## config.mk

```make
export PLATFORM = sky130hd
export DESIGN_NAME = msg_bus_top
export DESIGN_NICKNAME = d
export VERILOG_FILES = /design/src/source/msg_bus_pkg.sv /design/src/source/slave_bus_if.sv /design/src/source/bus_interface.sv /design/src/source/message_fifo.sv /design/src/source/msg_bus_top.sv /design/src/source/slave_bus_arbiter.sv
export SDC_FILE = /design/constraint.sdc
export NUM_CORES = 1
export LEC_CHECK = 0
export ABC_AREA = 1
export ABC_CLOCK_PERIOD_IN_PS = 1950
export BUFFER_PORTS_ARGS = -buffer_cell sky130_fd_sc_hd__buf_2
export CAP_MARGIN = 20
export CORE_ASPECT_RATIO = 1.4
export CORE_UTILIZATION = 40
export DETAILED_ROUTE_END_ITERATION = 7
export GPL_TIMING_DRIVEN = 0
export PLACE_DENSITY = 0.6
export SLEW_MARGIN = 30
export SYNTH_ARGS = -nofsm -noshare
export SYNTH_HDL_FRONTEND = slang
export SYNTH_SLANG_ARGS = --single-unit
```

## constraint.sdc

```tcl
create_clock -name clk -period 1.95 [get_ports clk]
set_input_delay 0.39 -clock clk [delete_from_list [all_inputs] [get_ports clk]]
set_output_delay 0.39 -clock clk [all_outputs]
set_load 0.01 [all_outputs]
```

## src/source/msg_bus_pkg.sv

```systemverilog
`default_nettype none

package msg_bus_pkg;

	// Payload byte
	localparam int DATA_W = 8;

	// FIFO pointers and tails
	localparam int PTR_W = 9;

	// Bytes held per node
	localparam int FIFO_DEPTH = 16;

	// Low pointer bits that index the memory, the next bit up marks wrap
	localparam int IDX_W = $clog2(FIFO_DEPTH);

	// Master bus addressing
	localparam int ADDR_W = 8;
	localparam logic [ADDR_W-1:0] NODE0_ADDR = 8'h11;
	localparam logic [ADDR_W-1:0] NODE1_ADDR = 8'h22;

	typedef logic [PTR_W-1:0] ptr_t;

	typedef enum logic [1:0] {
		ARB_IDLE,
		ARB_GRANT0,
		ARB_GRANT1
	} arb_state_t;

endpackage

`default_nettype wire

```

## src/source/slave_bus_if.sv

```systemverilog
`timescale 1ns/1ps
`default_nettype none

interface slave_bus_if;

	// Node side
	logic [msg_bus_pkg::DATA_W-1:0] sb_data;
	logic [msg_bus_pkg::PTR_W-1:0] sb_tail;
	logic sb_request;

	// Arbiter side
	logic [msg_bus_pkg::PTR_W-1:0] sb_addr;
	logic sb_grant;
	logic sb_latch_tail;

	modport node (
		output sb_data,
		output sb_tail,
		output sb_request,
		input sb_addr,
		input sb_grant,
		input sb_latch_tail
	);

	modport arbiter (
		input sb_data,
		input sb_tail,
		input sb_request,
		output sb_addr,
		output sb_grant,
		output sb_latch_tail
	);

endinterface

`default_nettype wire

```

## src/source/bus_interface.sv

```systemverilog
`timescale 1ns/1ps
`default_nettype none

module bus_interface #(
	parameter logic [msg_bus_pkg::ADDR_W-1:0] NODE_ADDR = msg_bus_pkg::NODE0_ADDR
) (
	input wire logic clk,
	input wire logic rst_n,

	// Master bus
	input wire logic [msg_bus_pkg::DATA_W-1:0] ma_data,
	input wire logic [msg_bus_pkg::ADDR_W-1:0] ma_addr,
	input wire logic ma_data_valid,
	input wire logic ma_frame_valid,

	// Local input port
	output logic [msg_bus_pkg::DATA_W-1:0] in_frame_data,
	output logic in_frame_valid,
	output logic in_data_valid,

	// Local output port
	input wire logic [msg_bus_pkg::DATA_W-1:0] out_frame_data,
	input wire logic out_frame_valid,
	input wire logic out_frame_data_latch,
	output logic out_overflow,

	slave_bus_if.node sb
);

	logic addr_match;
	logic release_frames;

	// No input FIFO, so the master bus passes straight through when addressed
	assign addr_match = (ma_addr == NODE_ADDR);
	assign in_frame_data = ma_data;
	assign in_frame_valid = addr_match && ma_frame_valid;
	assign in_data_valid = addr_match && ma_data_valid;

	// Only a granted node may release its frames
	assign release_frames = sb.sb_latch_tail && sb.sb_grant;

	message_fifo out_fifo (
		.clk (clk),
		.rst_n (rst_n),
		.in_data (out_frame_data),
		.in_data_latch (out_frame_data_latch),
		.in_frame_valid (out_frame_valid),
		.in_data_overflow (out_overflow),
		.out_data (sb.sb_data),
		.out_data_addr (sb.sb_addr),
		.tail (sb.sb_tail),
		.out_frame_valid (sb.sb_request),
		.latch_tail (release_frames)
	);

endmodule

`default_nettype wire

```

## src/source/message_fifo.sv

```systemverilog
`timescale 1ns/1ps
`default_nettype none

module message_fifo (
	input wire logic clk,
	input wire logic rst_n,

	// Write side, one frame at a time
	input wire logic [msg_bus_pkg::DATA_W-1:0] in_data,
	input wire logic in_data_latch,
	input wire logic in_frame_valid,
	output logic in_data_overflow,

	// Read side, addressed
	output logic [msg_bus_pkg::DATA_W-1:0] out_data,
	input wire logic [msg_bus_pkg::PTR_W-1:0] out_data_addr,
	output logic [msg_bus_pkg::PTR_W-1:0] tail,
	output logic out_frame_valid,
	input wire logic latch_tail
);

	logic [msg_bus_pkg::DATA_W-1:0] mem [msg_bus_pkg::FIFO_DEPTH];

	msg_bus_pkg::ptr_t wr_ptr;
	msg_bus_pkg::ptr_t tail_q;
	msg_bus_pkg::ptr_t head_q;

	logic frame_valid_q;
	logic drop_q;
	logic overflow_q;

	logic full;
	logic byte_in;
	logic frame_end;

	// Same slot but opposite lap means the memory is full
	assign full = (wr_ptr[msg_bus_pkg::IDX_W-1:0] == head_q[msg_bus_pkg::IDX_W-1:0]) &&
		(wr_ptr[msg_bus_pkg::IDX_W] != head_q[msg_bus_pkg::IDX_W]);

	assign byte_in = in_frame_valid && in_data_latch;

	// Frame ends on the falling frame-valid level
	assign frame_end = frame_valid_q && !in_frame_valid;

	// Payload store
	always_ff @(posedge clk) begin
		if (byte_in && !full && !drop_q) begin
			mem[wr_ptr[msg_bus_pkg::IDX_W-1:0]] <= in_data;
		end
	end

	always_ff @(posedge clk) begin
		if (!rst_n) begin
			wr_ptr <= '0;
			tail_q <= '0;
			head_q <= '0;
			frame_valid_q <= 1'b0;
			drop_q <= 1'b0;
			overflow_q <= 1'b0;
		end else begin
			frame_valid_q <= in_frame_valid;
			overflow_q <= 1'b0;

			if (byte_in) begin
				if (full || drop_q) begin
					// Once a byte is lost the rest of the frame is junk
					drop_q <= 1'b1;
				end else begin
					wr_ptr <= wr_ptr + msg_bus_pkg::ptr_t'(1);
				end
			end

			if (frame_end) begin
				if (drop_q) begin
					// Rewind to the last good frame
					wr_ptr <= tail_q;
					drop_q <= 1'b0;
					overflow_q <= 1'b1;
				end else begin
					tail_q <= wr_ptr;
				end
			end

			// Reader releases everything committed so far
			if (latch_tail) begin
				head_q <= tail_q;
			end
		end
	end

	assign out_data = mem[out_data_addr[msg_bus_pkg::IDX_W-1:0]];
	assign tail = tail_q;
	assign out_frame_valid = (tail_q != head_q);
	assign in_data_overflow = overflow_q;

endmodule

`default_nettype wire

```

## src/source/msg_bus_top.sv

```systemverilog
`timescale 1ns/1ps
`default_nettype none

module msg_bus_top (
	input wire logic clk,
	input wire logic rst_n,

	// Master bus
	input wire logic [msg_bus_pkg::DATA_W-1:0] ma_data,
	input wire logic [msg_bus_pkg::ADDR_W-1:0] ma_addr,
	input wire logic ma_data_valid,
	input wire logic ma_frame_valid,

	// Node 0 local ports
	output logic [msg_bus_pkg::DATA_W-1:0] in0_frame_data,
	output logic in0_frame_valid,
	output logic in0_data_valid,
	input wire logic [msg_bus_pkg::DATA_W-1:0] out0_data,
	input wire logic out0_data_latch,
	input wire logic out0_frame_valid,
	output logic out0_overflow,

	// Node 1 local ports
	output logic [msg_bus_pkg::DATA_W-1:0] in1_frame_data,
	output logic in1_frame_valid,
	output logic in1_data_valid,
	input wire logic [msg_bus_pkg::DATA_W-1:0] out1_data,
	input wire logic out1_data_latch,
	input wire logic out1_frame_valid,
	output logic out1_overflow,

	// Shared slave bus reader
	input wire logic [msg_bus_pkg::PTR_W-1:0] sl_addr,
	input wire logic sl_latch_tail,
	output logic [msg_bus_pkg::DATA_W-1:0] sl_data,
	output logic [msg_bus_pkg::PTR_W-1:0] sl_tail,
	output logic sl_grant_id,
	output logic sl_busy
);

	slave_bus_if node0_bus ();
	slave_bus_if node1_bus ();

	bus_interface #(.NODE_ADDR(msg_bus_pkg::NODE0_ADDR)) node0 (
		.clk (clk),
		.rst_n (rst_n),
		.ma_data (ma_data),
		.ma_addr (ma_addr),
		.ma_data_valid (ma_data_valid),
		.ma_frame_valid (ma_frame_valid),
		.in_frame_data (in0_frame_data),
		.in_frame_valid (in0_frame_valid),
		.in_data_valid (in0_data_valid),
		.out_frame_data (out0_data),
		.out_frame_valid (out0_frame_valid),
		.out_frame_data_latch (out0_data_latch),
		.out_overflow (out0_overflow),
		.sb (node0_bus)
	);

	bus_interface #(.NODE_ADDR(msg_bus_pkg::NODE1_ADDR)) node1 (
		.clk (clk),
		.rst_n (rst_n),
		.ma_data (ma_data),
		.ma_addr (ma_addr),
		.ma_data_valid (ma_data_valid),
		.ma_frame_valid (ma_frame_valid),
		.in_frame_data (in1_frame_data),
		.in_frame_valid (in1_frame_valid),
		.in_data_valid (in1_data_valid),
		.out_frame_data (out1_data),
		.out_frame_valid (out1_frame_valid),
		.out_frame_data_latch (out1_data_latch),
		.out_overflow (out1_overflow),
		.sb (node1_bus)
	);

	slave_bus_arbiter arbiter (
		.clk (clk),
		.rst_n (rst_n),
		.sl_addr (sl_addr),
		.sl_latch_tail (sl_latch_tail),
		.sl_data (sl_data),
		.sl_tail (sl_tail),
		.sl_grant_id (sl_grant_id),
		.sl_busy (sl_busy),
		.node0_bus (node0_bus),
		.node1_bus (node1_bus)
	);

endmodule

`default_nettype wire

```

## src/source/slave_bus_arbiter.sv

```systemverilog
`timescale 1ns/1ps
`default_nettype none

module slave_bus_arbiter (
	input wire logic clk,
	input wire logic rst_n,

	// Outside reader
	input wire logic [msg_bus_pkg::PTR_W-1:0] sl_addr,
	input wire logic sl_latch_tail,
	output logic [msg_bus_pkg::DATA_W-1:0] sl_data,
	output logic [msg_bus_pkg::PTR_W-1:0] sl_tail,
	output logic sl_grant_id,
	output logic sl_busy,

	slave_bus_if.arbiter node0_bus,
	slave_bus_if.arbiter node1_bus
);

	msg_bus_pkg::arb_state_t state;

	// Node granted most recently, reset to 1 so node 0 wins first
	logic last_served;

	logic grant0;
	logic grant1;

	always_ff @(posedge clk) begin
		if (!rst_n) begin
			state <= msg_bus_pkg::ARB_IDLE;
			last_served <= 1'b1;
		end else begin
			case (state)
				msg_bus_pkg::ARB_IDLE: begin
					if (node0_bus.sb_request && (!node1_bus.sb_request || last_served)) begin
						state <= msg_bus_pkg::ARB_GRANT0;
					end else if (node1_bus.sb_request) begin
						state <= msg_bus_pkg::ARB_GRANT1;
					end
				end
				msg_bus_pkg::ARB_GRANT0: begin
					if (sl_latch_tail) begin
						state <= msg_bus_pkg::ARB_IDLE;
						last_served <= 1'b0;
					end
				end
				msg_bus_pkg::ARB_GRANT1: begin
					if (sl_latch_tail) begin
						state <= msg_bus_pkg::ARB_IDLE;
						last_served <= 1'b1;
					end
				end
				default: state <= msg_bus_pkg::ARB_IDLE;
			endcase
		end
	end

	assign grant0 = (state == msg_bus_pkg::ARB_GRANT0);
	assign grant1 = (state == msg_bus_pkg::ARB_GRANT1);

	assign node0_bus.sb_grant = grant0;
	assign node1_bus.sb_grant = grant1;

	// Address and release reach the granted node only
	assign node0_bus.sb_addr = grant0 ? sl_addr : '0;
	assign node1_bus.sb_addr = grant1 ? sl_addr : '0;
	assign node0_bus.sb_latch_tail = grant0 && sl_latch_tail;
	assign node1_bus.sb_latch_tail = grant1 && sl_latch_tail;

	// Shared bus mux, idle bus reads as zero
	assign sl_data = grant0 ? node0_bus.sb_data : (grant1 ? node1_bus.sb_data : '0);
	assign sl_tail = grant0 ? node0_bus.sb_tail : (grant1 ? node1_bus.sb_tail : '0);

	assign sl_grant_id = grant1;
	assign sl_busy = grant0 || grant1;

endmodule

`default_nettype wire

```

==> results.json <==
{
  "synth_top_cell_area_share": 0.557,
  "clock_tree_from_tritoncts": "done",
  "finalWirelength_mm": 36.9,
  "groute.layer.met2.usage": 0.391,
  "net_switching_fraction_of_the_power": 0.270,
  "drt_pre_antenna_iters": 5,
  "io-pin-count": 91,
  "timing.final.max_slew_violations": 0,
  "grt_use_met1": 0.242,
  "gp_routability_congestion": 0.869,
  "synthesis.area_per_instance_um2": 10.9,
  "core_area_um2": 34000,
  "antenna_left": 0,
  "most_frequent_cells_in_the_layout": "sky130_fd_sc_hd__edfxtp_1 (256), sky130_fd_sc_hd__nand2_1 (223), sky130_fd_sc_hd__nand3_1 (139)",
  "grt.met3_usage": 0.0204,
  "die_area_um2": 35200,
  "whs_ns": 0.0311,
  "failed_checks": "setup timing",
  "routedWlPerCell_um": 19.6,
  "seq_area_frac_synth": 0.649,
  "syn_inst": 1265,
  "worst-setup-path-type": "reg -> out",
  "setup_viol": 18,
  "syn-cell-area_um2": 13800,
  "power.leakage_nw": 6.09,
  "clock-skew-final_ns": 0.0237,
  "synth_cell_type_count": 41,
  "drv_cap": 0,
  "flow.area_growth_from_synthesis_pct": 22.2,
  "worst-r2r-setup-slack_ns": 0.10,
  "power_frac_comb": 0.185,
  "inserted_clock_buffers": 30,
  "clkSlewWorstSetupHoldPaths_ns": 0.06,
  "cp.required_ns": 1.56,
  "syn_nets": 1326,
  "synth_area_leaders": "sky130_fd_sc_hd__edfxtp_1 (56%), sky130_fd_sc_hd__dfxtp_1 (9.1%), sky130_fd_sc_hd__nand2_1 (6.4%)",
  "worst_hold_check_path_type": "in -> reg",
  "std_cell_rows": 80,
  "timing.fmax_mhz": 335,
  "final_cell_area_um2": 16900,
  "worstReg2RegStart": "node0.out_fifo.wr_ptr[4]$_SDFF_PN0_",
  "drt-vias-per-instance": 5.26,
  "synth_warnings": 0,
  "min_period_over_period": 1.53,
  "net-switching-power_w": 0.00446,
  "setup-tns-final_ns": -14.22,
  "power_frac_seq": 0.460,
  "timing.slew.headroom": 0.506,
  "synth_largest_area_cell": "sky130_fd_sc_hd__edfxtp_1",
  "grt-ovfl-total": 0,
  "power.density_cell_area_nw_per_um2": 981,
  "seqCellArea_um2": 8960,
  "finalCriticalPeriod_ns": 2.99,
  "floorplan.die.height_um": 222,
  "setup_ws_ns": -1.04,
  "ff2ff_path_depth": 7,
  "number_of_global_route_vias_before_repair": 9952,
  "worstSetupStartpointType": "register",
  "post_route_cells_drive_above_1_share": 0.221,
  "end_kind": "primary output",
  "finalNonFillerCells": 1877,
  "clock_tree.htree_level_count": 1,
  "placement.io_buffers": 74,
  "n_fill_cell": 3050,
  "antenna_found_initial": 0,
  "clock-root-buffer": "sky130_fd_sc_hd__clkbuf_16",
  "tightest_slew_ns": 0.741,
  "final_hold_viol_count": 0,
  "initial_utilization": 0.405,
  "cts_hold_buf": 0,
  "arrival_ns": 2.60,
  "power_w": 0.0165,
  "worst-path-max-fanout": 8,
  "grt_start_max_net_pins": 17,
  "portion_of_total_power_attributed_to_the_clock_network": 0.355,
  "grt_first_pass_wirelength_mm": 57.1,
  "grt_most_used_layer": "met2",
  "chipWidth_um": 159,
  "run_status": "complete, but fails checks",
  "clk_path_buf_depth": 3,
  "post_layout_nets": 1464,
  "placement.cell_area_um2": 14800,
  "diodes": 0,
  "internal_power_w": 0.0121,
  "setup.worst_path.start": "arbiter.state[0]$_SDFFE_PN0P_",
  "clkLatencyLatePin_ns": 0.59,
  "final_common_cell": "sky130_fd_sc_hd__edfxtp_1",
  "multi_input_area_um2": 4560,
  "grt_usage": 0.208,
  "via_count": 9879,
  "number_of_cells_in_the_design_after_placement": 1792,
  "rsz0062_at_grt": "yes",
  "dr.first_iter.drc_count": 771,
  "drc": 0,
  "numClockSinks": 319,
  "worst_ir_drop_vdd_mv": 0.605,
  "synth_seq_cells": 319,
  "crit_path_end": "sl_data[4]",
  "r2r_end": "node0.out_fifo.mem[11][5]$_DFFE_PP_",
  "detailedPlacementHpwl_mm": 25.6
}
[power by group through the flow]
stage / Sequential [W] / Combinational (W) / Clock (W)
3_3_place_gp: 0.00773 / 0.00232 / 0
6_report: 0.00761 / 0.00306 / 0.00587
3_5_place_dp: 0.00774 / 0.00235 / 0
2_1_floorplan: 0.00772 / 0.00153 / 0
4_1_cts: 0.00761 / 0.00280 / 0.00596
5_1_grt: 0.00763 / 0.00331 / 0.00620
[stage by stage]
stage | worst slack, ns | util
finish | -1.04 | 0.495
global placement | -0.809 | 0.433
detailed placement | -0.654 | 0.434
CTS | -0.979 | 0.486
floorplan | 0.0434 | -
global route | -1.05 | 0.495
[kinds of logic after synthesis]
logic type,count (synthesis),synth area share
AND/OR/NAND/NOR,516,0.164
AO/OA/AOI/OAI,236,0.109
adder cells (fa/ha/maj),11,0.00998
XOR/XNOR,14,0.00889
flip-flops,319,0.649
buffers and inverters,169,0.0592
[flip-flops by register name, summed over array words and instances (netlist names)]
name                             flops
node1.out_fifo.frame_valid_q         1
node1.out_fifo.tail                  9
node0.out_fifo.frame_valid_q         1
node0.out_fifo.drop_q                1
node1.out_fifo.head_q                9
node1.out_fifo.mem                 128
node0.out_fifo.wr_ptr                9
node0.out_fifo.head_q                9
node1.out_fifo.wr_ptr                9
node0.out_fifo.mem                 128
node1.out_fifo.drop_q                1
node0.out_fifo.tail                  9
node0.out_fifo.in_data_overflow      1
arbiter.state                        2
node1.out_fifo.in_data_overflow      1
arbiter.last_served                  1
[how the worst min path moves through the flow]
stage / startpoint / end / slack (ns) / cells past startpoint
2_1_floorplan: node0.out_fifo.head_q[6]$_SDFFE_PN0P_ / node0.out_fifo.head_q[6]$_SDFFE_PN0P_ / 0.44 / 2
3_3_place_gp: node1.out_fifo.head_q[6]$_SDFFE_PN0P_ / node1.out_fifo.head_q[6]$_SDFFE_PN0P_ / 0.45 / 2
3_5_place_dp: node1.out_fifo.head_q[5]$_SDFFE_PN0P_ / node1.out_fifo.head_q[5]$_SDFFE_PN0P_ / 0.47 / 2
4_1_cts: out1_frame_valid / node1.out_fifo.frame_valid_q$_SDFF_PN0_ / 0.01 / 3
5_1_grt: out0_frame_valid / node0.out_fifo.frame_valid_q$_SDFF_PN0_ / 0.06 / 3
6_report: out1_frame_valid / node1.out_fifo.frame_valid_q$_SDFF_PN0_ / 0.03 / 3
[critical path: stages (launching register included)]
cell and delay (ns):
sky130_fd_sc_hd__dfxtp_4 0.37, sky130_fd_sc_hd__inv_4 0.04, sky130_fd_sc_hd__ha_4 0.19, sky130_fd_sc_hd__buf_12 0.15, sky130_fd_sc_hd__nand2_8 0.11, sky130_fd_sc_hd__buf_8 0.13, sky130_fd_sc_hd__nand2_4 0.04, sky130_fd_sc_hd__nand3_2 0.05
sky130_fd_sc_hd__nand2_2 0.05, sky130_fd_sc_hd__o211ai_1 0.41, sky130_fd_sc_hd__nand3_1 0.20, sky130_fd_sc_hd__nand2_1 0.13, sky130_fd_sc_hd__buf_2 0.14
[cell type report]
class / instances / share of cell area
buffer: 75 / 0.0368
clock buffer: 37 / 0.0461
clock inverter: 18 / 0.0117
inverter: 94 / 0.0224
multi-input combinational: 777 / 0.271
sequential: 319 / 0.531
tap: 451 / 0.0335
timing repair buffer: 106 / 0.0474
[metal layers]
layer,vias to the layer above,share of wire
li1,4787,-
met1,4793,0.39
met2,234,0.54
met3,65,0.038
met4,0,0.032
met5,-,0
[what timing repair did]
| item | 4_1_cts | 5_1_grt |
|---|---|---|
| gates cloned | 1 | 1 |
| resized for setup | 142 | 43 |
| setup buffers | 19 | 9 |
| pin swaps | 26 | 30 |
| endpoints found under the setup margin | 241 | 124 |
[synth_stat cells]
cell	count
sky130_fd_sc_hd__o221ai_1	33
sky130_fd_sc_hd__o22ai_1	12
sky130_fd_sc_hd__o21a_1	1
sky130_fd_sc_hd__nand2_1	236
sky130_fd_sc_hd__a221oi_1	16
sky130_fd_sc_hd__buf_6	6
sky130_fd_sc_hd__edfxtp_1	256
sky130_fd_sc_hd__ha_1	11
sky130_fd_sc_hd__nor3_1	5
sky130_fd_sc_hd__inv_1	80
sky130_fd_sc_hd__o21ai_1	12
sky130_fd_sc_hd__inv_6	1
sky130_fd_sc_hd__nand3_1	143
sky130_fd_sc_hd__inv_2	10
sky130_fd_sc_hd__dfxtp_1	63
sky130_fd_sc_hd__nand3_4	2
sky130_fd_sc_hd__a21oi_1	34
sky130_fd_sc_hd__or2_2	1
sky130_fd_sc_hd__clkbuf_2	1
sky130_fd_sc_hd__o211ai_1	45
sky130_fd_sc_hd__o21ai_0	77
sky130_fd_sc_hd__a31oi_1	1
sky130_fd_sc_hd__nand2_4	6
sky130_fd_sc_hd__nor2_1	103
sky130_fd_sc_hd__inv_4	1
sky130_fd_sc_hd__or2_1	1
sky130_fd_sc_hd__nand3b_1	2
sky130_fd_sc_hd__nand4_1	6
sky130_fd_sc_hd__clkinv_1	2
sky130_fd_sc_hd__nor2_2	5
sky130_fd_sc_hd__nand3_2	1
sky130_fd_sc_hd__nand2_2	3
sky130_fd_sc_hd__a21oi_2	1
sky130_fd_sc_hd__buf_4	26
sky130_fd_sc_hd__xor2_1	6
sky130_fd_sc_hd__xnor2_1	8
sky130_fd_sc_hd__clkbuf_1	17
sky130_fd_sc_hd__nor4_1	1
sky130_fd_sc_hd__nor2_4	1
sky130_fd_sc_hd__a211oi_1	4
sky130_fd_sc_hd__buf_2	25
Power figures use the tool's default switching activity.
